**config.mk**
```make
export PLATFORM = sky130hd
export DESIGN_NAME = icmu_top
export DESIGN_NICKNAME = d
export VERILOG_FILES = /design/src/source/icmu_pkg.sv /design/src/source/svc_if.sv /design/src/source/grant_queue.sv /design/src/source/icmu_prio_pipe.sv /design/src/source/icmu_top.sv /design/src/source/svc_dispatch.sv
export VERILOG_INCLUDE_DIRS = /design/src /design/src/source
export SDC_FILE = /design/constraint.sdc
export NUM_CORES = 1
export LEC_CHECK = 0
export ABC_CLOCK_PERIOD_IN_PS = 3200
export BUFFER_PORTS_ARGS = -buffer_cell sky130_fd_sc_hd__buf_4
export CORE_MARGIN = 3
export CORE_UTILIZATION = 40
export CTS_CLUSTER_DIAMETER = 100
export CTS_CLUSTER_SIZE = 24
export DETAILED_ROUTE_END_ITERATION = 8
export GPL_ROUTABILITY_DRIVEN = 0
export SYNTH_ARGS = -nofsm -noshare
export SYNTH_HDL_FRONTEND = slang
export SYNTH_HIERARCHICAL = 1
export SYNTH_SLANG_ARGS = --single-unit
```
**constraint.sdc**
```tcl
create_clock -name clk -period 3.2 [get_ports clk]
set_input_delay 0.64 -clock clk [delete_from_list [all_inputs] [get_ports clk]]
set_output_delay 0.64 -clock clk [all_outputs]
set_load 0.02 [all_outputs]
```
**src/source/icmu_defines.svh**
```systemverilog
// Sizing macros for the interrupt controller, included by every RTL file that sizes a port
`ifndef ICMU_DEFINES_SVH
`define ICMU_DEFINES_SVH

// Number of interrupt request lines
`define ICMU_INT_WIDTH 8

// Width of the context word captured with each request
`define ICMU_CTX_WIDTH 32

// Source id width, log2 of the request width
`define ICMU_ID_WIDTH 3

// Grants held in the queue while the handler is busy
// Must be a power of two
`define ICMU_FIFO_DEPTH 4

// Grant record is id plus context
// Kept here so the bench can size its model without the package
`define ICMU_GRANT_WIDTH (`ICMU_ID_WIDTH + `ICMU_CTX_WIDTH)

`endif

```
**src/source/icmu_pkg.sv**
```systemverilog
// Shared types for the interrupt controller, imported by the queue, dispatcher and checker
`include "icmu_defines.svh"

package icmu_pkg;

    // One granted interrupt as it travels from pipeline to handler
    // Id sits in the upper bits, context below
    typedef struct packed {
        logic [`ICMU_ID_WIDTH-1:0]  id;
        logic [`ICMU_CTX_WIDTH-1:0] ctx;
    } grant_t;

    // Dispatcher FSM states
    // Idle waits on the queue
    // Active presents a grant until the handler strobes done
    typedef enum logic {
        SVC_IDLE   = 1'b0,
        SVC_ACTIVE = 1'b1
    } svc_state_t;

endpackage

```
**src/source/svc_if.sv**
```systemverilog
// Grant queue to service dispatcher link, one instance per controller in the top level
`timescale 1ns/1ps

interface svc_if import icmu_pkg::*; ();

    // Queue has nothing to hand out
    logic   empty;

    // One-cycle strobe from the dispatcher, head advances on the next edge
    logic   pop;

    // Oldest grant, valid whenever empty is low
    grant_t head;

    // Sticky flag, a push was dropped because the queue was full
    // Only the top level reads it
    logic   overflow;

    // Buffer side
    modport queue (
        input  pop,
        output empty,
        output head,
        output overflow
    );

    // Consumer side
    modport dispatcher (
        input  empty,
        input  head,
        output pop
    );

endinterface

```
**src/source/grant_queue.sv**
```systemverilog
// Circular buffer of grants between the priority pipeline and the dispatcher
`timescale 1ns/1ps
`include "icmu_defines.svh"

module grant_queue import icmu_pkg::*; #(
    parameter int DEPTH = `ICMU_FIFO_DEPTH
) (
    input  logic   clk,
    input  logic   rst_n_buf,
    input  logic   push,
    input  grant_t push_grant,
    svc_if.queue   q
);

    // At least one pointer bit even for a single entry
    localparam int PTR_W = (DEPTH > 1) ? $clog2(DEPTH) : 1;
    localparam int CNT_W = $clog2(DEPTH + 1);

    grant_t             mem [DEPTH];
    logic [PTR_W-1:0]   wr_ptr;
    logic [PTR_W-1:0]   rd_ptr;
    logic [CNT_W-1:0]   count;
    logic               full;
    logic               do_write;
    logic               do_read;
    logic               overflow_q;

    // Wrap explicitly so a single-entry queue also works
    function automatic logic [PTR_W-1:0] next_ptr(input logic [PTR_W-1:0] ptr);
        return (ptr == PTR_W'(DEPTH - 1)) ? '0 : ptr + PTR_W'(1);
    endfunction

    assign full     = (count == CNT_W'(DEPTH));
    assign do_write = push && !full;
    assign do_read  = q.pop && !q.empty;

    // Storage
    always_ff @(posedge clk) begin
        if (do_write) begin
            mem[wr_ptr] <= push_grant;
        end
    end

    // Pointers and occupancy
    always_ff @(posedge clk or negedge rst_n_buf) begin
        if (!rst_n_buf) begin
            wr_ptr <= '0;
            rd_ptr <= '0;
            count  <= '0;
        end else begin
            if (do_write) begin
                wr_ptr <= next_ptr(wr_ptr);
            end
            if (do_read) begin
                rd_ptr <= next_ptr(rd_ptr);
            end
            case ({do_write, do_read})
                2'b10:   count <= count + CNT_W'(1);
                2'b01:   count <= count - CNT_W'(1);
                default: count <= count;
            endcase
        end
    end

    // Dropped push sticks until reset
    always_ff @(posedge clk or negedge rst_n_buf) begin
        if (!rst_n_buf) begin
            overflow_q <= 1'b0;
        end else if (push && full) begin
            overflow_q <= 1'b1;
        end
    end

    // Head is shown combinationally
    assign q.empty    = (count == '0);
    assign q.head     = mem[rd_ptr];
    assign q.overflow = overflow_q;

endmodule

```
**src/source/icmu_prio_pipe.sv**
```systemverilog
// Request sampler, masker and priority encoder that pushes one grant per accepted request
`timescale 1ns/1ps
`include "icmu_defines.svh"

module icmu_prio_pipe import icmu_pkg::*; (
    input  logic                       clk,
    input  logic                       rst_n_buf,
    input  logic [`ICMU_INT_WIDTH-1:0] int_req,
    input  logic [`ICMU_CTX_WIDTH-1:0] current_ctx,
    input  logic [`ICMU_INT_WIDTH-1:0] int_clear,
    output logic                       push,
    output grant_t                     push_grant
);

    // Stage 0, raw request and context
    logic                       s0_valid;
    logic [`ICMU_INT_WIDTH-1:0] s0_req;
    logic [`ICMU_CTX_WIDTH-1:0] s0_ctx;

    // Stage 1, request with already granted sources removed
    logic                       s1_valid;
    logic [`ICMU_INT_WIDTH-1:0] s1_req;
    logic [`ICMU_CTX_WIDTH-1:0] s1_ctx;

    // Stage 2, encoded grant
    logic                       s2_valid;
    grant_t                     s2_grant;

    // Sources granted and not yet cleared by software
    logic [`ICMU_INT_WIDTH-1:0] mask_q;
    logic [`ICMU_INT_WIDTH-1:0] mask_set;
    logic [`ICMU_INT_WIDTH-1:0] masked_req;
    logic [`ICMU_ID_WIDTH-1:0]  enc_id;

    // Highest set bit wins
    // Caller guarantees at least one bit is set
    function automatic logic [`ICMU_ID_WIDTH-1:0] highest_set(
        input logic [`ICMU_INT_WIDTH-1:0] vec
    );
        logic [`ICMU_ID_WIDTH-1:0] idx;
        idx = '0;
        for (int i = 0; i < `ICMU_INT_WIDTH; i++) begin
            if (vec[i]) begin
                idx = i[`ICMU_ID_WIDTH-1:0];
            end
        end
        return idx;
    endfunction

    // Mask read in stage 1 only sees pushes from four or more cycles back
    assign masked_req = s0_req & ~mask_q;
    assign enc_id     = highest_set(s1_req);

    // Valid bits and the push strobe
    // An empty masked set dies here and never reaches the queue
    always_ff @(posedge clk or negedge rst_n_buf) begin
        if (!rst_n_buf) begin
            s0_valid <= 1'b0;
            s1_valid <= 1'b0;
            s2_valid <= 1'b0;
            push     <= 1'b0;
        end else begin
            s0_valid <= |int_req;
            s1_valid <= s0_valid && (|masked_req);
            s2_valid <= s1_valid;
            push     <= s2_valid;
        end
    end

    // Payload moves only with a valid item
    always_ff @(posedge clk) begin
        if (|int_req) begin
            s0_req <= int_req;
            s0_ctx <= current_ctx;
        end
        if (s0_valid) begin
            s1_req <= masked_req;
            s1_ctx <= s0_ctx;
        end
        if (s1_valid) begin
            s2_grant.id  <= enc_id;
            s2_grant.ctx <= s1_ctx;
        end
        if (s2_valid) begin
            push_grant <= s2_grant;
        end
    end

    // Decode of the source being pushed this cycle
    always_comb begin
        mask_set = '0;
        if (push) begin
            mask_set[push_grant.id] = 1'b1;
        end
    end

    // Clear strobe beats a set on the same edge
    always_ff @(posedge clk or negedge rst_n_buf) begin
        if (!rst_n_buf) begin
            mask_q <= '0;
        end else begin
            mask_q <= (mask_q | mask_set) & ~int_clear;
        end
    end

endmodule

```
**src/source/icmu_top.sv**
```systemverilog
// Interrupt controller top level, connects pipeline, grant queue and dispatcher behind plain ports
`timescale 1ns/1ps
`include "icmu_defines.svh"

module icmu_top import icmu_pkg::*; (
    input  logic                       clk,
    input  logic                       rst_n_buf,
    input  logic [`ICMU_INT_WIDTH-1:0] int_req,
    input  logic [`ICMU_CTX_WIDTH-1:0] current_ctx,
    input  logic [`ICMU_INT_WIDTH-1:0] int_clear,
    input  logic                       svc_done,
    output logic [`ICMU_INT_WIDTH-1:0] int_ack,
    output logic [`ICMU_ID_WIDTH-1:0]  int_id,
    output logic [`ICMU_CTX_WIDTH-1:0] saved_ctx,
    output logic                       active,
    output logic                       overflow
);

    // Pipeline to queue strobe and payload
    logic   push;
    grant_t push_grant;

    // Queue to dispatcher link
    svc_if svc_bus ();

    // Sample, mask and encode requests
    icmu_prio_pipe pipe0 (
        .clk         (clk),
        .rst_n_buf   (rst_n_buf),
        .int_req     (int_req),
        .current_ctx (current_ctx),
        .int_clear   (int_clear),
        .push        (push),
        .push_grant  (push_grant)
    );

    // Buffer grants while the handler is busy
    grant_queue #(
        .DEPTH (`ICMU_FIFO_DEPTH)
    ) queue0 (
        .clk        (clk),
        .rst_n_buf  (rst_n_buf),
        .push       (push),
        .push_grant (push_grant),
        .q          (svc_bus.queue)
    );

    // Present one grant at a time to the handler
    svc_dispatch disp0 (
        .clk       (clk),
        .rst_n_buf (rst_n_buf),
        .svc_done  (svc_done),
        .d         (svc_bus.dispatcher),
        .int_ack   (int_ack),
        .int_id    (int_id),
        .saved_ctx (saved_ctx),
        .active    (active)
    );

    // Sticky overflow comes straight from the queue
    assign overflow = svc_bus.overflow;

endmodule

```
**src/source/svc_dispatch.sv**
```systemverilog
// Service FSM that takes one queued grant and holds it on the handler outputs until done
`timescale 1ns/1ps
`include "icmu_defines.svh"

module svc_dispatch import icmu_pkg::*; (
    input  logic                       clk,
    input  logic                       rst_n_buf,
    input  logic                       svc_done,
    svc_if.dispatcher                  d,
    output logic [`ICMU_INT_WIDTH-1:0] int_ack,
    output logic [`ICMU_ID_WIDTH-1:0]  int_id,
    output logic [`ICMU_CTX_WIDTH-1:0] saved_ctx,
    output logic                       active
);

    svc_state_t                 state;
    logic [`ICMU_ID_WIDTH-1:0]  id_q;
    logic [`ICMU_CTX_WIDTH-1:0] ctx_q;

    // Pop in the same cycle the FSM leaves idle
    // State change makes it a single-cycle strobe
    assign d.pop = (state == SVC_IDLE) && !d.empty;

    // Queue is ignored while a grant is in service
    // Done while idle falls through the case and does nothing
    always_ff @(posedge clk or negedge rst_n_buf) begin
        if (!rst_n_buf) begin
            state <= SVC_IDLE;
            id_q  <= '0;
            ctx_q <= '0;
        end else begin
            case (state)
                SVC_IDLE: begin
                    if (!d.empty) begin
                        state <= SVC_ACTIVE;
                        id_q  <= d.head.id;
                        ctx_q <= d.head.ctx;
                    end
                end
                SVC_ACTIVE: begin
                    if (svc_done) begin
                        state <= SVC_IDLE;
                        id_q  <= '0;
                        ctx_q <= '0;
                    end
                end
                default: begin
                    state <= SVC_IDLE;
                end
            endcase
        end
    end

    assign active    = (state == SVC_ACTIVE);
    assign int_id    = id_q;
    assign saved_ctx = ctx_q;

    // One-hot acknowledge of the source in service
    // All zero when idle
    always_comb begin
        int_ack = '0;
        if (active) begin
            int_ack[id_q] = 1'b1;
        end
    end

endmodule

```
---- Word-level counts from Yosys, hierarchy flattened ----
Memory sizes are Yosys's and may differ from the RTL's.
Index checks and enable logic that the tools add are counted.
W data, S select, Z words.
word-level totals
  register bits after elaboration ......... 206
  latch bits .............................. 0
  RAM bits ................................ 140
  bits in read-only memories .............. 0
  input port bits ......................... 51
  output and inout bits ................... 45
  memories kept ........................... 1
operators by class
  add/sub/neg operators ................... 4
  $mul .................................... 0
  div/mod/pow operators ................... 0
  $lt $le $gt $ge ......................... 4
  eq/ne operators ......................... 7
  shift operators ......................... 0
  mux-type cells .......................... 26
  bitwise gates (word level) .............. 6
  reduce and logical (&&, ||, !) cells .... 16
memory list
  name        words  bits a word  rd ports  clocked after memory_dff  wr ports  RTL line           source
  queue0.mem  4      35           1         0                         1         grant_queue.sv:19  grant_t mem [DEPTH];
operator list
  operator               number
  $mux W32               2
  $pmux W32 S2           1
  $and A8 B8 Y8          2
  $mux W8                2
  $not A8 Y8             2
  $reduce_or A8 Y1       2
  $mux W3                4
  $pmux W3 S2            2
  $lt A3 B4 Y1 const B   2
  $mux W1                8
  $mux W2                4
  $or A8 B8 Y8           1
  $logic_and A1 B1 Y1    7
  $demux W1 S3           2
  $eq A2 B2 Y1 const B   3
  $ge A3 B1 Y1 const B   2
  $add A2 B1 Y2 const B  2
  $ne A2 B2 Y1 const B   2
  $reduce_or A4 Y1       1
  $add A3 B1 Y3 const B  1
  $eq A3 B3 Y1 const B   1
  $logic_not A3 Y1       1
  $sub A3 B1 Y3 const B  1
  $eq A2 B1 Y1 const B   1
  other kinds (6)        7

---- Logic depth before layout (Yosys ltp) ----
  depth in word-level cells ............... 7
  depth in mapped cells ................... 12
  gate-level depth less buffers ........... 10

---- Cells and area by module ----
Netlist, hierarchy kept.
by module, submodules not included
  module          instances  cells an instance  area an instance (µm²)
  grant_queue     1          225                5584.1
  icmu_prio_pipe  1          205                5022.3
  svc_dispatch    1          137                1769.2

---- Worst setup path after synthesis ----
OpenSTA, ideal clock, no wires.
  kind .................................... input -> register
  start point ............................. input int_req[1]
  end point ............................... register pipe0.s0_ctx[0], enable pin
  library setup time ...................... 535 ps
  arrival time ............................ 1616 ps
  required time ........................... 2665 ps
  setup slack ............................. 1049 ps
  cell stages on the path ................. 2
  path through ............................ nor4_1 -> nand2_1
between the ends
  cells in the longest elaborated chain, start to end .. 1
RTL lines
  element                 RTL line              source
  start: declaration      icmu_top.sv:8         input logic [`ICMU_INT_WIDTH-1:0] int_req,
  $reduce_or A8 Y1        icmu_prio_pipe.sv:72  if (|int_req) begin
  end signal: assignment  icmu_prio_pipe.sv:74  s0_ctx <= current_ctx;
  end: declaration        icmu_prio_pipe.sv:18  logic [`ICMU_CTX_WIDTH-1:0] s0_ctx;
Every way passes these cells.
A chain may end at the register's enable or synchronous reset.

---- Final worst setup path ----
  start point ............................. register disp0.state (netlist: disp0/active)
  end point ............................... output int_ack[4]
between the ends
  cells in the longest elaborated chain, start to end .. 1
RTL lines
  element                   RTL line            source
  start: declaration        svc_dispatch.sv:16  svc_state_t state;
  start signal: assignment  svc_dispatch.sv:28  state <= SVC_IDLE;
  start signal: assignment  svc_dispatch.sv:35  state <= SVC_ACTIVE;
  start signal: assignment  svc_dispatch.sv:42  state <= SVC_IDLE;
  $mux W8                   svc_dispatch.sv:62  if (active) begin
  end: declaration          icmu_top.sv:12      output logic [`ICMU_INT_WIDTH-1:0] int_ack,
Every way passes these cells.

==> results.toml <==
[run_status]
status = "completed"

[timing]
layout_min_cycle_time_ns = 2.83
final_hold_viol_count = 0
slew_headroom = 0.318
setup_violations = 0
tns_ns = 0
whs_ns = 0.194
fin_crit_sh = 0.884
fmax_mhz = 353
fin_ws_ns = 0.370
maxSlewViolCount = 0
rsz0062_at_grt = "no"
clock_skew_ns = 0.0200
worstMarginPinSlew_ns = 1.02

[clock_tree]
ctsResizeCount = 0
h-tree-depth = 1
cts_root_buf = "clkbuf_16"
clock_latency_ns = 0.50
cts_sinks = 345
cts.path.max_buffers = 3
cts_hold_buf = 0
clk_pin_slew_ns = 0.09
cts-buffers-inserted = 18
cts_setup_buffers = 0
cts_tree = "done"

[global_routing]
grt_pass1_vias = 5842
antenna_found_initial = 0
grt_pass1_wl_mm = 33.5
grt_max_degree = 57
overflow = 0
grt_util_all_layers = 0.130

[synth]
synthDistinctLibCells = 35
yosys.area_share.simple = 0.0240
synth-compound-area-share = 0.0322
syn_avg_cell_area_um2 = 21.8
ys_ff_latch = 345
syn_inst = 567
ys_warn_count = 6
yosys-top-cells-area = "edfxtp_1 70%, dfrtp_1 11%, mux4_2 5.1%"
synth_fa_ha_area_frac = 0.00768
synth.area.mux_share = 0.0994
synth_top_area_cell = "edfxtp_1"
synth_xor_area_frac = 0.00212
syn_area_um2 = 12400
ys_seq_area_frac = 0.814
syn-num-nets = 625
synth_top_family_by_area = "multiplexers"
yosysTopAreaCellShare = 0.701

[die]
die_area_um2 = 33100
die_x_um = 182
rows = 63
die_h_um = 182
core_um2 = 30000
start_util = 0.412
ios = 96

[critical_path]
ff2ff_setup_slack_ns = 0.94
critPathLaunchType = "flip-flop"
cp-end-kind = "output port"
cp.required_ns = 2.56
path_max_fanout = 43
crit_type = "reg2out"
cp_data_arrival_time_ns = 2.19

[cells_and_area]
diodes = 0
syn_to_final_growth_pct = 13.0
layout_commonest_cell = "edfxtp_1"
drive_above_1_share = 0.253
mostFrequentLayoutCells = "289 x edfxtp_1, 102 x buf_4, 50 x dfrtp_1"
stdcell_area_um2 = 14000
fillers = 2459
fin_cells = 1071
layout.nets = 727

[power]
clkPwrFrac = 0.205
p_leak_uw = 0.00503
comb_power_share = 0.237
switching_share = 0.290
p_switching_uw = 3490
p_per_area_nw_per_um2 = 859
internal-power_uw = 8530
vdd.ir_drop.worst_mv = 0.404
sequentialPowerShare = 0.557

[drt]
wl_mm = 21.4
drt-initial-drc-count = 344
viasPerCell = 5.03
via_count = 5386
ant_nets = 0
drt_first_pass_iters = 5
remaining_drc_errors = 0
routedWlPerCell_um = 20.0

[placement]
place_hpwl_mm = 12.8
io_buffers = 95
dpl_worst_slack_ns = 0.892
placedCellCount = 1039
placed_area_um2 = 13500

[min_path]
hold_class = "in2async"

[job]
cap_violations = 0
synth_stat cells:
| library cell | instances |
|---|---|
| edfxtp_1 | 289 |
| dfrtp_1 | 56 |
| mux2i_1 | 37 |
| o2bb2ai_1 | 32 |
| mux4_2 | 28 |
| nor2_1 | 22 |
| inv_1 | 9 |
| nor2b_1 | 9 |
| mux4_1 | 7 |
| nand2_1 | 7 |
| buf_6 | 6 |
| ha_1 | 6 |
| a21oi_1 | 5 |
| buf_2 | 5 |
| a31oi_1 | 4 |
| and2_1 | 4 |
| mux2_2 | 4 |
| nand2b_1 | 4 |
| nor4_1 | 4 |
| buf_12 | 3 |
| buf_8 | 3 |
| clkbuf_1 | 3 |
| nor2b_4 | 3 |
| nor3_1 | 3 |
| o22ai_1 | 3 |
| xor2_1 | 2 |
| a21boi_1 | 1 |
| a21boi_2 | 1 |
| a31o_2 | 1 |
| a41oi_1 | 1 |
| buf_4 | 1 |
| fa_1 | 1 |
| o21ai_0 | 1 |
| o31ai_1 | 1 |
| xnor2_1 | 1 |
cells by family after synthesis:
group / after synthesis
compound gates: 50
xor+xnor: 3
fa+ha+maj: 7
buf+inv: 30
flops: 345
mux: 76
simple gates: 56
per-stage QoR:
step | total power, µW | util
6_report | 12000 | 0.466
3_5_place_dp | 9760 | 0.448
2_1_floorplan | 8720 | -
4_1_cts | 12200 | 0.466
5_1_grt | 12700 | 0.466
3_3_place_gp | 9580 | 0.448
cell type report:
type | instances | area (µm²) | area share
flip-flops and latches | 345 | 10100 | 0.721
multi-input cells | 192 | 2060 | 0.147
repair buffers | 103 | 786 | 0.0562
clock buffers | 31 | 520 | 0.0372
well taps | 390 | 488 | 0.0349
inverters | 9 | 33.8 | 0.00241
clock inverters | 1 | 16.3 | 0.00116
final timing paths:
| check | end | cells past startpoint | startpoint |
|---|---|---|---|
| max | int_ack[4] | 3 | disp0/active |
| min | disp0/saved_ctx[29] | 1 | rst_n_buf |
| max reg2reg | queue0/count[2] | 11 | queue0/count[0] |
| min reg2reg | pipe0/s1_ctx[14] | 0 | pipe0/s0_ctx[14] |
| max in group asynchronous | pipe0/s0_valid | 1 | rst_n_buf |
| min in group clk | pipe0/mask_q[6] | 2 | int_clear[6] |
power groups by stage:
stage          clock network, µW  registers, µW  logic, µW
2_1_floorplan                  0           6620       2100
3_3_place_gp                   0           6750       2820
3_5_place_dp                   0           6840       2920
4_1_cts                     2570           6740       2920
5_1_grt                     2720           6850       3100
6_report                    2470           6700       2850
state kept, by name, indices dropped and copies added (netlist names), 3 cells and up:
name / count
queue0/mem: 140
pipe0/s1_req: 7
disp0/int_id: 3
pipe0/s1_ctx: 32
pipe0/push_grant: 35
pipe0/s2_grant: 35
queue0/count: 3
disp0/saved_ctx: 32
pipe0/s0_ctx: 32
pipe0/mask_q: 8
pipe0/s0_req: 8
per-layer routing:
| layer | routed length, µm | global-route usage | vias up |
|---|---|---|---|
| met1 | 8940 | 0.164 | 2800 |
| li1 | - | - | 2455 |
| met5 | 0 | 0 | - |
| met4 | 547 | 0.0350 | 0 |
| met2 | 11300 | 0.234 | 99 |
| met3 | 633 | 0.0178 | 32 |
worst max-delay path, cell delays in order, from the launching register on:
cell     delay, ns
dfrtp_2       0.97
nand2_1       0.28
nor3_1        0.24
buf_4         0.18
(Power assumes the default switching activity.)
